==> src/i3c_defines.svh <==
// Width, synchronizer depth and encoding macros for the I3C target core
`ifndef I3C_DEFINES_SVH
`define I3C_DEFINES_SVH

// Byte and address widths
`define I3C_DATA_W 8
`define I3C_ADDR_W 7

// SCL/SDA input synchronizer depth
`define I3C_SYNC_STAGES 2

// Sent when the TX queue runs dry during a read
`define I3C_IDLE_BYTE 8'hFF

// R/W bit of the address byte
`define I3C_RNW_READ 1'b1

`endif

==> src/i3c_pkg.sv <==
// Address byte types and target FSM state encoding
`default_nettype none

`include "i3c_defines.svh"

package i3c_pkg;

  // Address in the upper bits, R/W bit in the LSB
  typedef struct packed {
    logic [`I3C_ADDR_W-1:0] addr;
    logic                   rnw;
  } addr_fields_t;

  typedef union packed {
    logic [`I3C_DATA_W-1:0] raw;
    addr_fields_t           fields;
  } addr_byte_u;

  typedef enum logic [2:0] {
    st_idle,
    st_addr,
    st_addr_ack,
    st_wr_byte,
    st_wr_tbit,
    st_rd_byte,
    st_rd_tbit,
    st_wait
  } tgt_state_e;

endpackage

`default_nettype wire

==> src/i3c_bus_if.sv <==
// Bus event, bit/byte receive and bit/byte transmit interfaces
`default_nettype none

`include "i3c_defines.svh"

interface bus_event_if;
  logic scl_posedge;
  logic scl_negedge;
  logic start_det;
  logic rstart_det;
  logic stop_det;

  modport source (output scl_posedge, scl_negedge, start_det, rstart_det, stop_det);
  modport sink (input scl_posedge, scl_negedge, start_det, rstart_det, stop_det);
endinterface

interface bus_rx_if;
  logic                   req_bit;
  logic                   req_byte;
  logic                   done;
  logic [`I3C_DATA_W-1:0] data;

  modport requester (output req_bit, req_byte, input done, data);
  modport responder (input req_bit, req_byte, output done, data);
endinterface

interface bus_tx_if;
  logic                   req_bit;
  logic                   req_byte;
  logic [`I3C_DATA_W-1:0] value;
  logic                   sel_od_pp;
  logic                   done;

  modport requester (output req_bit, req_byte, value, sel_od_pp, input done);
  modport responder (input req_bit, req_byte, value, sel_od_pp, output done);
endinterface

`default_nettype wire

==> src/bus_monitor.sv <==
// SCL/SDA synchronizer, SCL edge detection and START, repeated START and STOP detection
`default_nettype none

`include "i3c_defines.svh"

module bus_monitor (
  input  logic        clk_i,
  input  logic        rst_ni,
  input  logic        scl_i,
  input  logic        sda_i,
  output logic        sda_sync_o,
  bus_event_if.source ev
);

  localparam int unsigned n_sync = `I3C_SYNC_STAGES;

  logic [n_sync-1:0] scl_sync;
  logic [n_sync-1:0] sda_sync;
  logic              scl_s;
  logic              sda_s;
  logic              scl_q;
  logic              sda_q;
  logic              in_xfer;
  logic              scl_high;
  logic              sda_fall;
  logic              sda_rise;

  assign scl_s = scl_sync[n_sync-1];
  assign sda_s = sda_sync[n_sync-1];

  // SDA may only move with SCL high for a bus condition
  assign scl_high = scl_s & scl_q;
  assign sda_fall = sda_q & ~sda_s;
  assign sda_rise = ~sda_q & sda_s;

  always_ff @(posedge clk_i or negedge rst_ni) begin
    if (!rst_ni) begin
      scl_sync       <= '1;
      sda_sync       <= '1;
      scl_q          <= 1'b1;
      sda_q          <= 1'b1;
      in_xfer        <= 1'b0;
      ev.scl_posedge <= 1'b0;
      ev.scl_negedge <= 1'b0;
      ev.start_det   <= 1'b0;
      ev.rstart_det  <= 1'b0;
      ev.stop_det    <= 1'b0;
    end else begin
      scl_sync       <= {scl_sync[n_sync-2:0], scl_i};
      sda_sync       <= {sda_sync[n_sync-2:0], sda_i};
      scl_q          <= scl_s;
      sda_q          <= sda_s;
      ev.scl_posedge <= scl_s & ~scl_q;
      ev.scl_negedge <= ~scl_s & scl_q;
      ev.start_det   <= scl_high & sda_fall & ~in_xfer;
      ev.rstart_det  <= scl_high & sda_fall & in_xfer;
      ev.stop_det    <= scl_high & sda_rise;
      if (scl_high && sda_fall) begin
        in_xfer <= 1'b1;
      end else if (scl_high && sda_rise) begin
        in_xfer <= 1'b0;
      end
    end
  end

  // Aligned with the edge pulses
  assign sda_sync_o = sda_q;

endmodule

`default_nettype wire

==> src/bus_rx_flow.sv <==
// SDA shifter that samples a bit or a byte on SCL rising edges
`default_nettype none

`include "i3c_defines.svh"

module bus_rx_flow (
  input  logic         clk_i,
  input  logic         rst_ni,
  input  logic         sda_i,
  bus_event_if.sink    ev,
  bus_rx_if.responder  rx
);

  localparam int unsigned cnt_w = $clog2(`I3C_DATA_W);

  logic [cnt_w-1:0]       bit_cnt;
  logic [`I3C_DATA_W-1:0] shift_q;
  logic                   sample;
  logic                   last_bit;

  assign sample   = (rx.req_bit | rx.req_byte) & ev.scl_posedge;
  assign last_bit = rx.req_bit | (bit_cnt == cnt_w'(`I3C_DATA_W - 1));

  always_ff @(posedge clk_i or negedge rst_ni) begin
    if (!rst_ni) begin
      bit_cnt <= '0;
      rx.done <= 1'b0;
    end else begin
      rx.done <= 1'b0;
      // Any bus condition restarts the framing
      if (ev.start_det || ev.rstart_det || ev.stop_det) begin
        bit_cnt <= '0;
      end else if (sample) begin
        if (last_bit) begin
          bit_cnt <= '0;
          rx.done <= 1'b1;
        end else begin
          bit_cnt <= bit_cnt + 1'b1;
        end
      end
    end
  end

  // MSB first, a single bit lands in the LSB
  always_ff @(posedge clk_i) begin
    if (sample) begin
      shift_q <= {shift_q[`I3C_DATA_W-2:0], sda_i};
    end
  end

  assign rx.data = shift_q;

endmodule

`default_nettype wire

==> src/target_fsm.sv <==
// Transfer FSM for address match, ACK/NACK, write parity check and read T bit
`default_nettype none

`include "i3c_defines.svh"

module target_fsm (
  input  logic                   clk_i,
  input  logic                   rst_ni,
  bus_event_if.sink              ev,
  bus_rx_if.requester            rx,
  bus_tx_if.requester            tx,
  input  logic [`I3C_ADDR_W-1:0] target_addr_i,
  input  logic                   target_addr_valid_i,
  input  logic                   rx_full_i,
  output logic                   rx_wvalid_o,
  output logic [`I3C_DATA_W-1:0] rx_wdata_o,
  input  logic                   tx_rvalid_i,
  output logic                   tx_rready_o,
  input  logic [`I3C_DATA_W-1:0] tx_rdata_i,
  output i3c_pkg::addr_byte_u    bus_addr_o,
  output logic                   bus_addr_valid_o,
  output logic                   parity_err_o
);

  i3c_pkg::tgt_state_e    state;
  i3c_pkg::addr_byte_u    rx_addr;
  logic                   is_read;
  logic                   ack_ok;
  logic                   ack_q;
  logic                   rd_q;
  logic                   tbit_q;
  logic                   parity_ok;
  logic                   pop;
  logic [`I3C_DATA_W-1:0] wr_byte_q;
  logic [`I3C_DATA_W-1:0] rd_byte_q;

  // Same byte seen raw and as address/direction fields
  always_comb begin
    rx_addr.raw = rx.data;
  end

  assign is_read = (rx_addr.fields.rnw == `I3C_RNW_READ);

  // Own address and room in the queue for that direction
  assign ack_ok = target_addr_valid_i && (rx_addr.fields.addr == target_addr_i) &&
                  (is_read ? tx_rvalid_i : !rx_full_i);

  // Odd parity over data byte plus T bit
  assign parity_ok = ^{wr_byte_q, rx.data[0]};

  // Next read byte is fetched when the ACK or a T bit of 1 completes
  assign pop = tx.done && (((state == i3c_pkg::st_addr_ack) && ack_q && rd_q) ||
                           ((state == i3c_pkg::st_rd_tbit) && tbit_q));
  assign tx_rready_o = pop;

  always_ff @(posedge clk_i or negedge rst_ni) begin
    if (!rst_ni) begin
      state            <= i3c_pkg::st_idle;
      ack_q            <= 1'b0;
      rd_q             <= 1'b0;
      tbit_q           <= 1'b0;
      rx_wvalid_o      <= 1'b0;
      parity_err_o     <= 1'b0;
      bus_addr_valid_o <= 1'b0;
    end else begin
      rx_wvalid_o      <= 1'b0;
      parity_err_o     <= 1'b0;
      bus_addr_valid_o <= 1'b0;
      if (ev.start_det || ev.rstart_det) begin
        state <= i3c_pkg::st_addr;
      end else if (ev.stop_det) begin
        state <= i3c_pkg::st_idle;
      end else begin
        case (state)
          i3c_pkg::st_addr: begin
            if (rx.done) begin
              bus_addr_valid_o <= 1'b1;
              ack_q            <= ack_ok;
              rd_q             <= is_read;
              state            <= i3c_pkg::st_addr_ack;
            end
          end
          i3c_pkg::st_addr_ack: begin
            if (tx.done) begin
              if (!ack_q) begin
                state <= i3c_pkg::st_wait;
              end else if (rd_q) begin
                state <= i3c_pkg::st_rd_byte;
              end else begin
                state <= i3c_pkg::st_wr_byte;
              end
            end
          end
          i3c_pkg::st_wr_byte: begin
            if (rx.done) begin
              state <= i3c_pkg::st_wr_tbit;
            end
          end
          i3c_pkg::st_wr_tbit: begin
            if (rx.done) begin
              rx_wvalid_o  <= parity_ok;
              parity_err_o <= !parity_ok;
              state        <= i3c_pkg::st_wr_byte;
            end
          end
          i3c_pkg::st_rd_byte: begin
            if (tx.done) begin
              tbit_q <= tx_rvalid_i;
              state  <= i3c_pkg::st_rd_tbit;
            end
          end
          i3c_pkg::st_rd_tbit: begin
            if (tx.done) begin
              state <= tbit_q ? i3c_pkg::st_rd_byte : i3c_pkg::st_wait;
            end
          end
          default: ;
        endcase
      end
    end
  end

  always_ff @(posedge clk_i) begin
    if ((state == i3c_pkg::st_addr) && rx.done) begin
      bus_addr_o <= rx_addr;
    end
    if ((state == i3c_pkg::st_wr_byte) && rx.done) begin
      wr_byte_q <= rx.data;
    end
    if (pop) begin
      rd_byte_q <= tx_rvalid_i ? tx_rdata_i : `I3C_IDLE_BYTE;
    end
  end

  assign rx_wdata_o = wr_byte_q;

  always_comb begin
    rx.req_bit   = 1'b0;
    rx.req_byte  = 1'b0;
    tx.req_bit   = 1'b0;
    tx.req_byte  = 1'b0;
    tx.value     = '0;
    tx.sel_od_pp = 1'b0;
    case (state)
      i3c_pkg::st_addr,
      i3c_pkg::st_wr_byte: rx.req_byte = 1'b1;
      i3c_pkg::st_wr_tbit: rx.req_bit = 1'b1;
      i3c_pkg::st_addr_ack: begin
        // ACK pulls SDA low in open-drain mode
        tx.req_bit = 1'b1;
        tx.value   = {{(`I3C_DATA_W-1){1'b0}}, !ack_q};
      end
      i3c_pkg::st_rd_byte: begin
        tx.req_byte  = 1'b1;
        tx.value     = rd_byte_q;
        tx.sel_od_pp = 1'b1;
      end
      i3c_pkg::st_rd_tbit: begin
        tx.req_bit   = 1'b1;
        tx.value     = {{(`I3C_DATA_W-1){1'b0}}, tbit_q};
        tx.sel_od_pp = 1'b1;
      end
      default: ;
    endcase
  end

endmodule

`default_nettype wire

==> src/bus_tx_flow.sv <==
// SDA driver that shifts a bit or a byte out on SCL falling edges and selects the pad mode
`default_nettype none

`include "i3c_defines.svh"

module bus_tx_flow (
  input  logic         clk_i,
  input  logic         rst_ni,
  bus_event_if.sink    ev,
  bus_tx_if.responder  tx,
  output logic         sda_o,
  output logic         sel_od_pp_o
);

  localparam int unsigned cnt_w = $clog2(`I3C_DATA_W);

  logic                   active;
  logic                   scl_low_q;
  logic [cnt_w-1:0]       bits_left;
  logic [`I3C_DATA_W-1:0] shift_q;
  logic                   load;

  // A request made while SCL is already low goes out at once
  assign load    = !active && (tx.req_bit || tx.req_byte) && (ev.scl_negedge || scl_low_q);
  assign tx.done = active && ev.scl_negedge && (bits_left == '0);

  always_ff @(posedge clk_i or negedge rst_ni) begin
    if (!rst_ni) begin
      active      <= 1'b0;
      scl_low_q   <= 1'b0;
      bits_left   <= '0;
      sda_o       <= 1'b1;
      sel_od_pp_o <= 1'b0;
    end else begin
      if (ev.scl_negedge) begin
        scl_low_q <= 1'b1;
      end else if (ev.scl_posedge) begin
        scl_low_q <= 1'b0;
      end
      if (ev.start_det || ev.rstart_det || ev.stop_det || tx.done) begin
        active      <= 1'b0;
        sda_o       <= 1'b1;
        sel_od_pp_o <= 1'b0;
      end else if (load) begin
        active      <= 1'b1;
        sel_od_pp_o <= tx.sel_od_pp;
        sda_o       <= tx.req_bit ? tx.value[0] : tx.value[`I3C_DATA_W-1];
        bits_left   <= tx.req_bit ? '0 : cnt_w'(`I3C_DATA_W - 1);
      end else if (active && ev.scl_negedge) begin
        bits_left <= bits_left - 1'b1;
        sda_o     <= shift_q[`I3C_DATA_W-1];
      end
    end
  end

  always_ff @(posedge clk_i) begin
    if (load) begin
      shift_q <= {tx.value[`I3C_DATA_W-2:0], 1'b0};
    end else if (active && ev.scl_negedge) begin
      shift_q <= {shift_q[`I3C_DATA_W-2:0], 1'b0};
    end
  end

endmodule

`default_nettype wire

==> src/i3c_target_top.sv <==
// Top level of the I3C SDR target core with bus monitor, RX/TX flows and FSM
`default_nettype none

`include "i3c_defines.svh"

module i3c_target_top (
  input  logic                   clk_i,
  input  logic                   rst_ni,
  input  logic                   ctrl_scl_i,
  input  logic                   ctrl_sda_i,
  output logic                   ctrl_sda_o,
  output logic                   phy_sel_od_pp_o,
  input  logic [`I3C_ADDR_W-1:0] target_addr_i,
  input  logic                   target_addr_valid_i,
  output logic                   rx_wvalid_o,
  output logic [`I3C_DATA_W-1:0] rx_wdata_o,
  input  logic                   rx_full_i,
  input  logic                   tx_rvalid_i,
  output logic                   tx_rready_o,
  input  logic [`I3C_DATA_W-1:0] tx_rdata_i,
  output logic                   bus_start_o,
  output logic                   bus_rstart_o,
  output logic                   bus_stop_o,
  output i3c_pkg::addr_byte_u    bus_addr_o,
  output logic                   bus_addr_valid_o,
  output logic                   parity_err_o
);

  logic sda_sync;

  bus_event_if ev_if ();
  bus_rx_if    rx_if ();
  bus_tx_if    tx_if ();

  bus_monitor i_bus_monitor (
    .clk_i,
    .rst_ni,
    .scl_i      (ctrl_scl_i),
    .sda_i      (ctrl_sda_i),
    .sda_sync_o (sda_sync),
    .ev         (ev_if.source)
  );

  bus_rx_flow i_bus_rx_flow (
    .clk_i,
    .rst_ni,
    .sda_i (sda_sync),
    .ev    (ev_if.sink),
    .rx    (rx_if.responder)
  );

  target_fsm i_target_fsm (
    .clk_i,
    .rst_ni,
    .ev  (ev_if.sink),
    .rx  (rx_if.requester),
    .tx  (tx_if.requester),
    .target_addr_i,
    .target_addr_valid_i,
    .rx_full_i,
    .rx_wvalid_o,
    .rx_wdata_o,
    .tx_rvalid_i,
    .tx_rready_o,
    .tx_rdata_i,
    .bus_addr_o,
    .bus_addr_valid_o,
    .parity_err_o
  );

  bus_tx_flow i_bus_tx_flow (
    .clk_i,
    .rst_ni,
    .ev          (ev_if.sink),
    .tx          (tx_if.responder),
    .sda_o       (ctrl_sda_o),
    .sel_od_pp_o (phy_sel_od_pp_o)
  );

  assign bus_start_o  = ev_if.start_det;
  assign bus_rstart_o = ev_if.rstart_det;
  assign bus_stop_o   = ev_if.stop_det;

endmodule

`default_nettype wire

==> config.mk <==
export PLATFORM = sky130hd
export DESIGN_NAME = i3c_target_top
export DESIGN_NICKNAME = d
export VERILOG_FILES = /design/src/i3c_pkg.sv /design/src/i3c_bus_if.sv /design/src/bus_monitor.sv /design/src/bus_rx_flow.sv /design/src/target_fsm.sv /design/src/bus_tx_flow.sv /design/src/i3c_target_top.sv
export VERILOG_INCLUDE_DIRS = /design/src
export SDC_FILE = /design/constraint.sdc
export NUM_CORES = 1
export LEC_CHECK = 0
export BUFFER_PORTS_ARGS = -buffer_cell sky130_fd_sc_hd__buf_2
export CORE_MARGIN = 2
export CORE_UTILIZATION = 30
export CTS_CLUSTER_SIZE = 28
export DETAILED_ROUTE_END_ITERATION = 12
export GPL_TIMING_DRIVEN = 0
export PLACE_DENSITY_LB_ADDON = 0.12
export SLEW_MARGIN = 15
export SYNTH_ARGS = -nofsm -noshare
export SYNTH_HDL_FRONTEND = slang
export SYNTH_SLANG_ARGS = --single-unit
==> constraint.sdc <==
create_clock -name clk_i -period 2.2 [get_ports clk_i]
set_clock_uncertainty 0.1 [all_clocks]
set_input_delay 0.11 -clock clk_i [delete_from_list [all_inputs] [get_ports clk_i]]
set_output_delay 0.11 -clock clk_i [all_outputs]
set_load 0.01 [all_outputs]
-- Word level (Yosys, flattened, before mapping)
Cells that the tools add are included.
- output and inout port bits: 25
- logic and storage cells: 159
- bits in registers: 71
- eq/ne operators: 14
- multiplexer cells: 54
- reduce and logical (&&, ||, !) cells: 40
- add/sub/neg operators: 2
- bitwise logic cells: 20
- operators by type and width (cell ; count):
    $mux W3 ; 16
    $mux W1 ; 33
    $pmux W8 S3 ; 1
    $pmux W3 S6 ; 1
    $mux W8 ; 2
    $logic_and A1 B1 Y1 ; 14
    $eq A3 B3 Y1 const B ; 4
    $ne A4 B3 Y1 const B ; 3
    $ne A4 B4 Y1 const B ; 3
    $and A1 B1 Y1 ; 10
    $reduce_bool A2 Y1 ; 5
    $reduce_xor A9 Y1 ; 1
    $not A1 Y1 ; 8
    $reduce_and A4 Y1 ; 2
    $reduce_bool A8 Y1 ; 1
    $eq A7 B7 Y1 ; 1
    $reduce_and A7 Y1 ; 1
    $eq A3 B2 Y1 const B ; 2
    $logic_or A1 B1 Y1 ; 6
    $reduce_or A2 Y1 ; 3
    $logic_not A1 Y1 ; 4
    $add A3 B1 Y3 const B ; 1
    $eq A3 B1 Y1 const B ; 1
    $logic_not A3 Y1 ; 1
    5 further kinds ; 6

-- Depth between registers and ports, before layout
- depth in word-level cells: 8
- mapped depth: 6

-- Cells and area by module
A second synthesis with hierarchy kept.
- cell total of the unflattened synthesis: 222
- area, all modules: 3109.2 µm²
- by module, submodules not included (module ; cells an instance ; instances ; sequential area each (µm²) ; area an instance (µm²)):
    target_fsm ; 117 ; 1 ; 945.9 ; 1539.0
    bus_tx_flow ; 56 ; 1 ; 386.6 ; 721.9
    bus_rx_flow ; 28 ; 1 ; 340.3 ; 475.5
    bus_monitor ; 21 ; 1 ; 307.8 ; 372.9

-- Worst setup path after synthesis
Ideal clock, no wire load.
- kind: register -> register
- start point: register i_bus_tx_flow.bits_left[0]
- end point: register i_target_fsm.rd_byte_q[0], enable pin
- setup slack: 0.238 ns
- path buffers: 0
- cell stages (with the launch flop): 6
- arrival time: 1.480 ns
- cells stage by stage: dfrtp_1 > inv_1 > ha_1 > and4b_1 > nand2_1 > a21oi_1
- word-level cells in the longest chain between the ends: 3
- ends and longest elaborated chain (item ; RTL line ; source):
    from (decl) ; bus_tx_flow.sv:19 ; logic [cnt_w-1:0] bits_left;
    from (signal assigned) ; bus_tx_flow.sv:48 ; bits_left <= tx.req_bit ? '0 : cnt_w'(`I3C_DATA_W - 1);
    from (signal assigned) ; bus_tx_flow.sv:50 ; bits_left <= bits_left - 1'b1;
    $logic_not A3 Y1 ; bus_tx_flow.sv:25 ; assign tx.done = active && ev.scl_negedge && (bits_left == '0);
    $logic_and A1 B1 Y1 ; bus_tx_flow.sv:25 ;
    $logic_and A1 B1 Y1 ; target_fsm.sv:52 ; assign pop = tx.done && (((state == i3c_pkg::st_addr_ack) && ack_q && rd_q) ||
    via tx_rready_o ; i3c_target_top.sv:19 ; output logic tx_rready_o,
    to (signal assigned) ; target_fsm.sv:131 ; rd_byte_q <= tx_rvalid_i ? tx_rdata_i : `I3C_IDLE_BYTE;
    to (decl) ; target_fsm.sv:35 ; logic [`I3C_DATA_W-1:0] rd_byte_q;
The timed path passes the listed nets, and every way through them passes these cells.
A chain may end at the register's enable or synchronous reset.

-- Final worst setup path
- start point: register i_bus_tx_flow.bits_left[0]
- end point: output tx_rready_o
- word-level cells in the longest chain between the ends: 3
- ends and longest elaborated chain (item ; RTL line):
    $logic_not A3 Y1 ; bus_tx_flow.sv:25
    $logic_and A1 B1 Y1 ; bus_tx_flow.sv:25
    $logic_and A1 B1 Y1 ; target_fsm.sv:52
    to (decl) ; i3c_target_top.sv:19
Every way passes these cells.

==> summary.txt <==
Status
  – Outcome: completed

Logic synthesis
  – Post-synth EDFFs: 39
  – Biggest area consumer among synthesized cells: edfxtp_1
  – Share of the synthesized area in compound gates (AO/OA/AOI/OAI): 8.464%
  – Synth unique cells: 51
  – Part of the Yosys area used for sequential elements: between 60 and 70%
  – Dominant combinational cell family by area after synthesis: simple AND/OR/NAND/NOR gates
  – Synth warnings: 0
  – Ranking of synthesized cells by instance count: 39 x edfxtp_1, 25 x dfrtp_1, 19 x nand2_1
  – Top cells by area, synth: edfxtp_1 39%, dfrtp_1 21%, dfstp_2 6.1%
  – Most common cell in the synthesized netlist: edfxtp_1
  – Synth Area in Adders: ~1.7%
  – Simple-gate area share of the yosys netlist: 14.20%
  – Cell Area, Synth: 3030 µm²
  – Fraction of synthesized cell area in xor and xnor cells: approximately 4.5%
  – Total nets after synthesis: 250
  – Register bit count reported by yosys: 71
  – Average size of a mapped cell: 13.53 µm²
  – Proportion of register bits with asynchronous set or reset after synthesis: 45.07%
  – Fraction of synthesized cell area taken by the top area cell type: roughly two fifths
  – Primary flip-flop cell chosen by synthesis mapping: edfxtp_1
  – Synthesized instance count: 224
  – Mux share of post-synthesis cell area: 3.551%

Drt
  – Router iterations before antenna repair: 4
  – Total via count in the routed design: 1929
  – Count of unresolved DRC violations after routing: 0
  – DR iter-0 viols: 80
  – WL/cell: 13.79 µm
  – Post-detailed-route via-to-cell ratio: 4.434
  – Post-route antenna net violation count: 0
  – Wire length reported by the detailed router: 6000 µm

Global route
  – Via count of the first global-routing pass: 1904
  – Pin count of the biggest net entering global routing: 33
  – Grt ovf: 0
  – Total routing resource utilization after global routing: 11.57%
  – Initial antenna violation count: 0
  – Global-route wire length before repair: slightly below 10000 µm

STA
  – Fin crit share: approximately nine tenths
  – Unrepaired setup endpoints after global routing: no
  – Final setup fails: 0
  – Final slew viol count: 0
  – Actual slew at the worst max-slew pin: 0.7834 ns
  – Final critical-path required period: 1.998 ns
  – Worst max-slew margin expressed relative to the limit: 47.58%
  – Hold violation count in the final report: 0
  – Tightest hold margin: 0.01246 ns
  – Max Fclk: roughly 0.5 GHz

Setup path
  – Number of buffers and inverters on the critical path: 2
  – Critical path's largest stage delay: approximately 0.39 ns
  – Required time at the worst-slack endpoint: 1.99 ns
  – Worst-path maximum fanout: 6
  – Standard cell with the maximum stage delay on the critical path: dfrtp_1
  – Cells along the critical path: inv_1 > ha_1 > and4b_1 > nand2_1 > a21oi_4 > buf_2
  – Family with the most delay on the worst path: simple AND/OR/NAND/NOR gates
  – Crit Path Category: flop to primary output
  – Type of element capturing the critical path: primary output
  – Data arrival, critical path: 1.79 ns
  – Kind of launch point of the worst setup path: flop

CTS
  – Number of buffers added by the clock tree synthesis step: 9
  – Maximum root-to-sink buffer count: 2
  – Clock slew at the register clock pins of the worst setup and hold paths: 0.08 ns
  – H-tree levels: 3
  – TritonCTS Sinks: 71
  – CTS root buffer: clkbuf_8
  – Insertion delay to the later sink of the worst-skew pair: ~0.35 ns
  – CTS tree: built

Die
  – Floorplan Core Area: between 9000 and 10000 µm²
  – Horizontal die dimension: 104.5 µm
  – Floorplan die area: 10920 µm²
  – Vertical die dimension: 104.5 µm
  – Initial cell density of the core: 31.00%
  – Std-Cell Rows: 36
  – Boundary pin count: 47

Place
  – Routability cong.: between 0.7 and 0.8
  – Count of buffers inserted at the top-level ports: 46
  – HPWL after detailed placement: 4119 µm

Worst hold path
  – Type of the most critical hold path: input port to flop

Power and ir drop
  – Leakage power: 1.531 nW
  – Total power after layout: between 3 and 4 mW
  – Max IR drop VDD: around 0.00037 V
  – Power per cell area: 983.4 nW/µm²

Layout
  – Antenna diode instance count: 0
  – Post-route core utilization: 38.39%
  – Synth-to-layout area growth: 23.82%
  – Net count, final: 323
  – Filler instances: 954
  – Share of final-layout standard cells stronger than drive strength 1: roughly 30%

Flow run
  – Max_cap viols: 0
## area by class of cell
type / count / area, µm² / share of cell area (%)
clock buffer: 11 / 141.4 / 3.768
buffer: 8 / 46.29 / 1.234
clock inverter: 5 / 25.02 / 0.6669
sequential: 71 / 1981 / 52.78
tap: 133 / 166.4 / 4.435
inverter: 6 / 22.52 / 0.6002
multi-input combinational: 139 / 992.2 / 26.44
timing repair buffer: 62 / 377.9 / 10.07
## metal layers
metal | vias to the layer above | share of wire [%] | global-route usage [%]
met4 | 0 | 1.7 | 4.923
met1 | 939 | 49 | 15.47
met2 | 33 | 46 | 16.99
met3 | 10 | 3.6 | 4.010
met5 | - | 0 | 0
li1 | 947 | - | -
## worst paths after layout
path / start / to / slack (ns) / depth (start not counted)
setup / recovery: i_bus_tx_flow.bits_left[0] / tx_rready_o / 0.20 / 6
hold / removal: tx_rvalid_i / i_target_fsm.rd_byte_q[3] / 0.01 / 2
setup reg to reg: i_bus_tx_flow.bits_left[0] / i_bus_tx_flow.bits_left[1] / 0.25 / 6
hold reg to reg: i_bus_monitor.scl_sync[0] / i_bus_monitor.scl_sync[1] / 0.26 / 0
max in group asynchronous: rst_ni / i_bus_tx_flow.bits_left[1] / 1.26 / 2
min in group asynchronous: rst_ni / i_target_fsm.tbit_q / 0.27 / 2
## logic make-up (layout without fill, tap and decap cells)
logic type,Yosys count,in the layout
AND/OR/NAND/NOR,79,79
buffers and inverters,14,92
AO/OA/AOI/OAI,33,33
adder cells (fa/ha/maj),4,4
multiplexers,9,9
flip-flops,71,71
XOR/XNOR,14,14
## through the flow
step / area [µm²] / setup TNS (ns) / std cells / setup WS, ns
floorplan: 3030 / 0 / 224 / 0.2376
global placement: 3427 / -0.02840 / 403 / -0.003892
detailed placement: 3427 / -0.2181 / 403 / -0.02545
CTS: 3715 / 0 / 430 / 0.02705
global route: 3752 / 0 / 435 / 0.06404
finish: 3752 / 0 / 435 / 0.2016
## sequential cells by signal, indices dropped and copies added, names as in the netlist, 2 cells and up
signal and count:
i_bus_monitor.scl_sync 2, i_bus_monitor.sda_sync 2, i_bus_rx_flow.bit_cnt 3, i_bus_rx_flow.rx.data 8
i_bus_tx_flow.bits_left 3, i_bus_tx_flow.shift_q 7, i_target_fsm.bus_addr_o 8, i_target_fsm.rd_byte_q 8
i_target_fsm.rx_wdata_o 8, i_target_fsm.state 3
## worst register-to-register path, delay by kind of cell, from the launching register on
family        cells  cell delay, ns
simple gates      3            0.77
mux               1            0.33
buf+inv           1            0.07
fa+ha+maj         1            0.20
flops             1            0.37
## cell usage in the layout, fill, tap and decap left out, types with 5 or more instances in the layout
master / netlist / layout
buf_4: 0 / 5
buf_2: 7 / 53
edfxtp_1: 39 / 39
nor3_1: 5 / 5
dlygate4sd3_1: 0 / 11
nor2_1: 11 / 11
a21oi_1: 7 / 6
xnor2_1: 12 / 12
clkbuf_8: 0 / 10
nand2_1: 19 / 19
dfrtp_1: 25 / 25
dfstp_2: 7 / 7
mux2_1: 5 / 5
nand2b_1: 13 / 13
nor2b_1: 6 / 6
inv_1: 6 / 6
nand3_1: 11 / 11
## power breakdown
group / internal [mW] / switching, mW
clock: 0.429 / 0.483
combinational: 0.437 / 0.545
sequential: 1.66 / 0.133
## timing repair
action / 4_1_cts / 5_1_grt
setup buffers: 0 / 5
gates resized for setup: 2 / 0
hold endpoints to repair: 35 / 0
cloned: 0 / 0
setup endpoints to repair: 9 / 1
hold buffers: 11 / 0
Power figures use the tool's default switching activity.
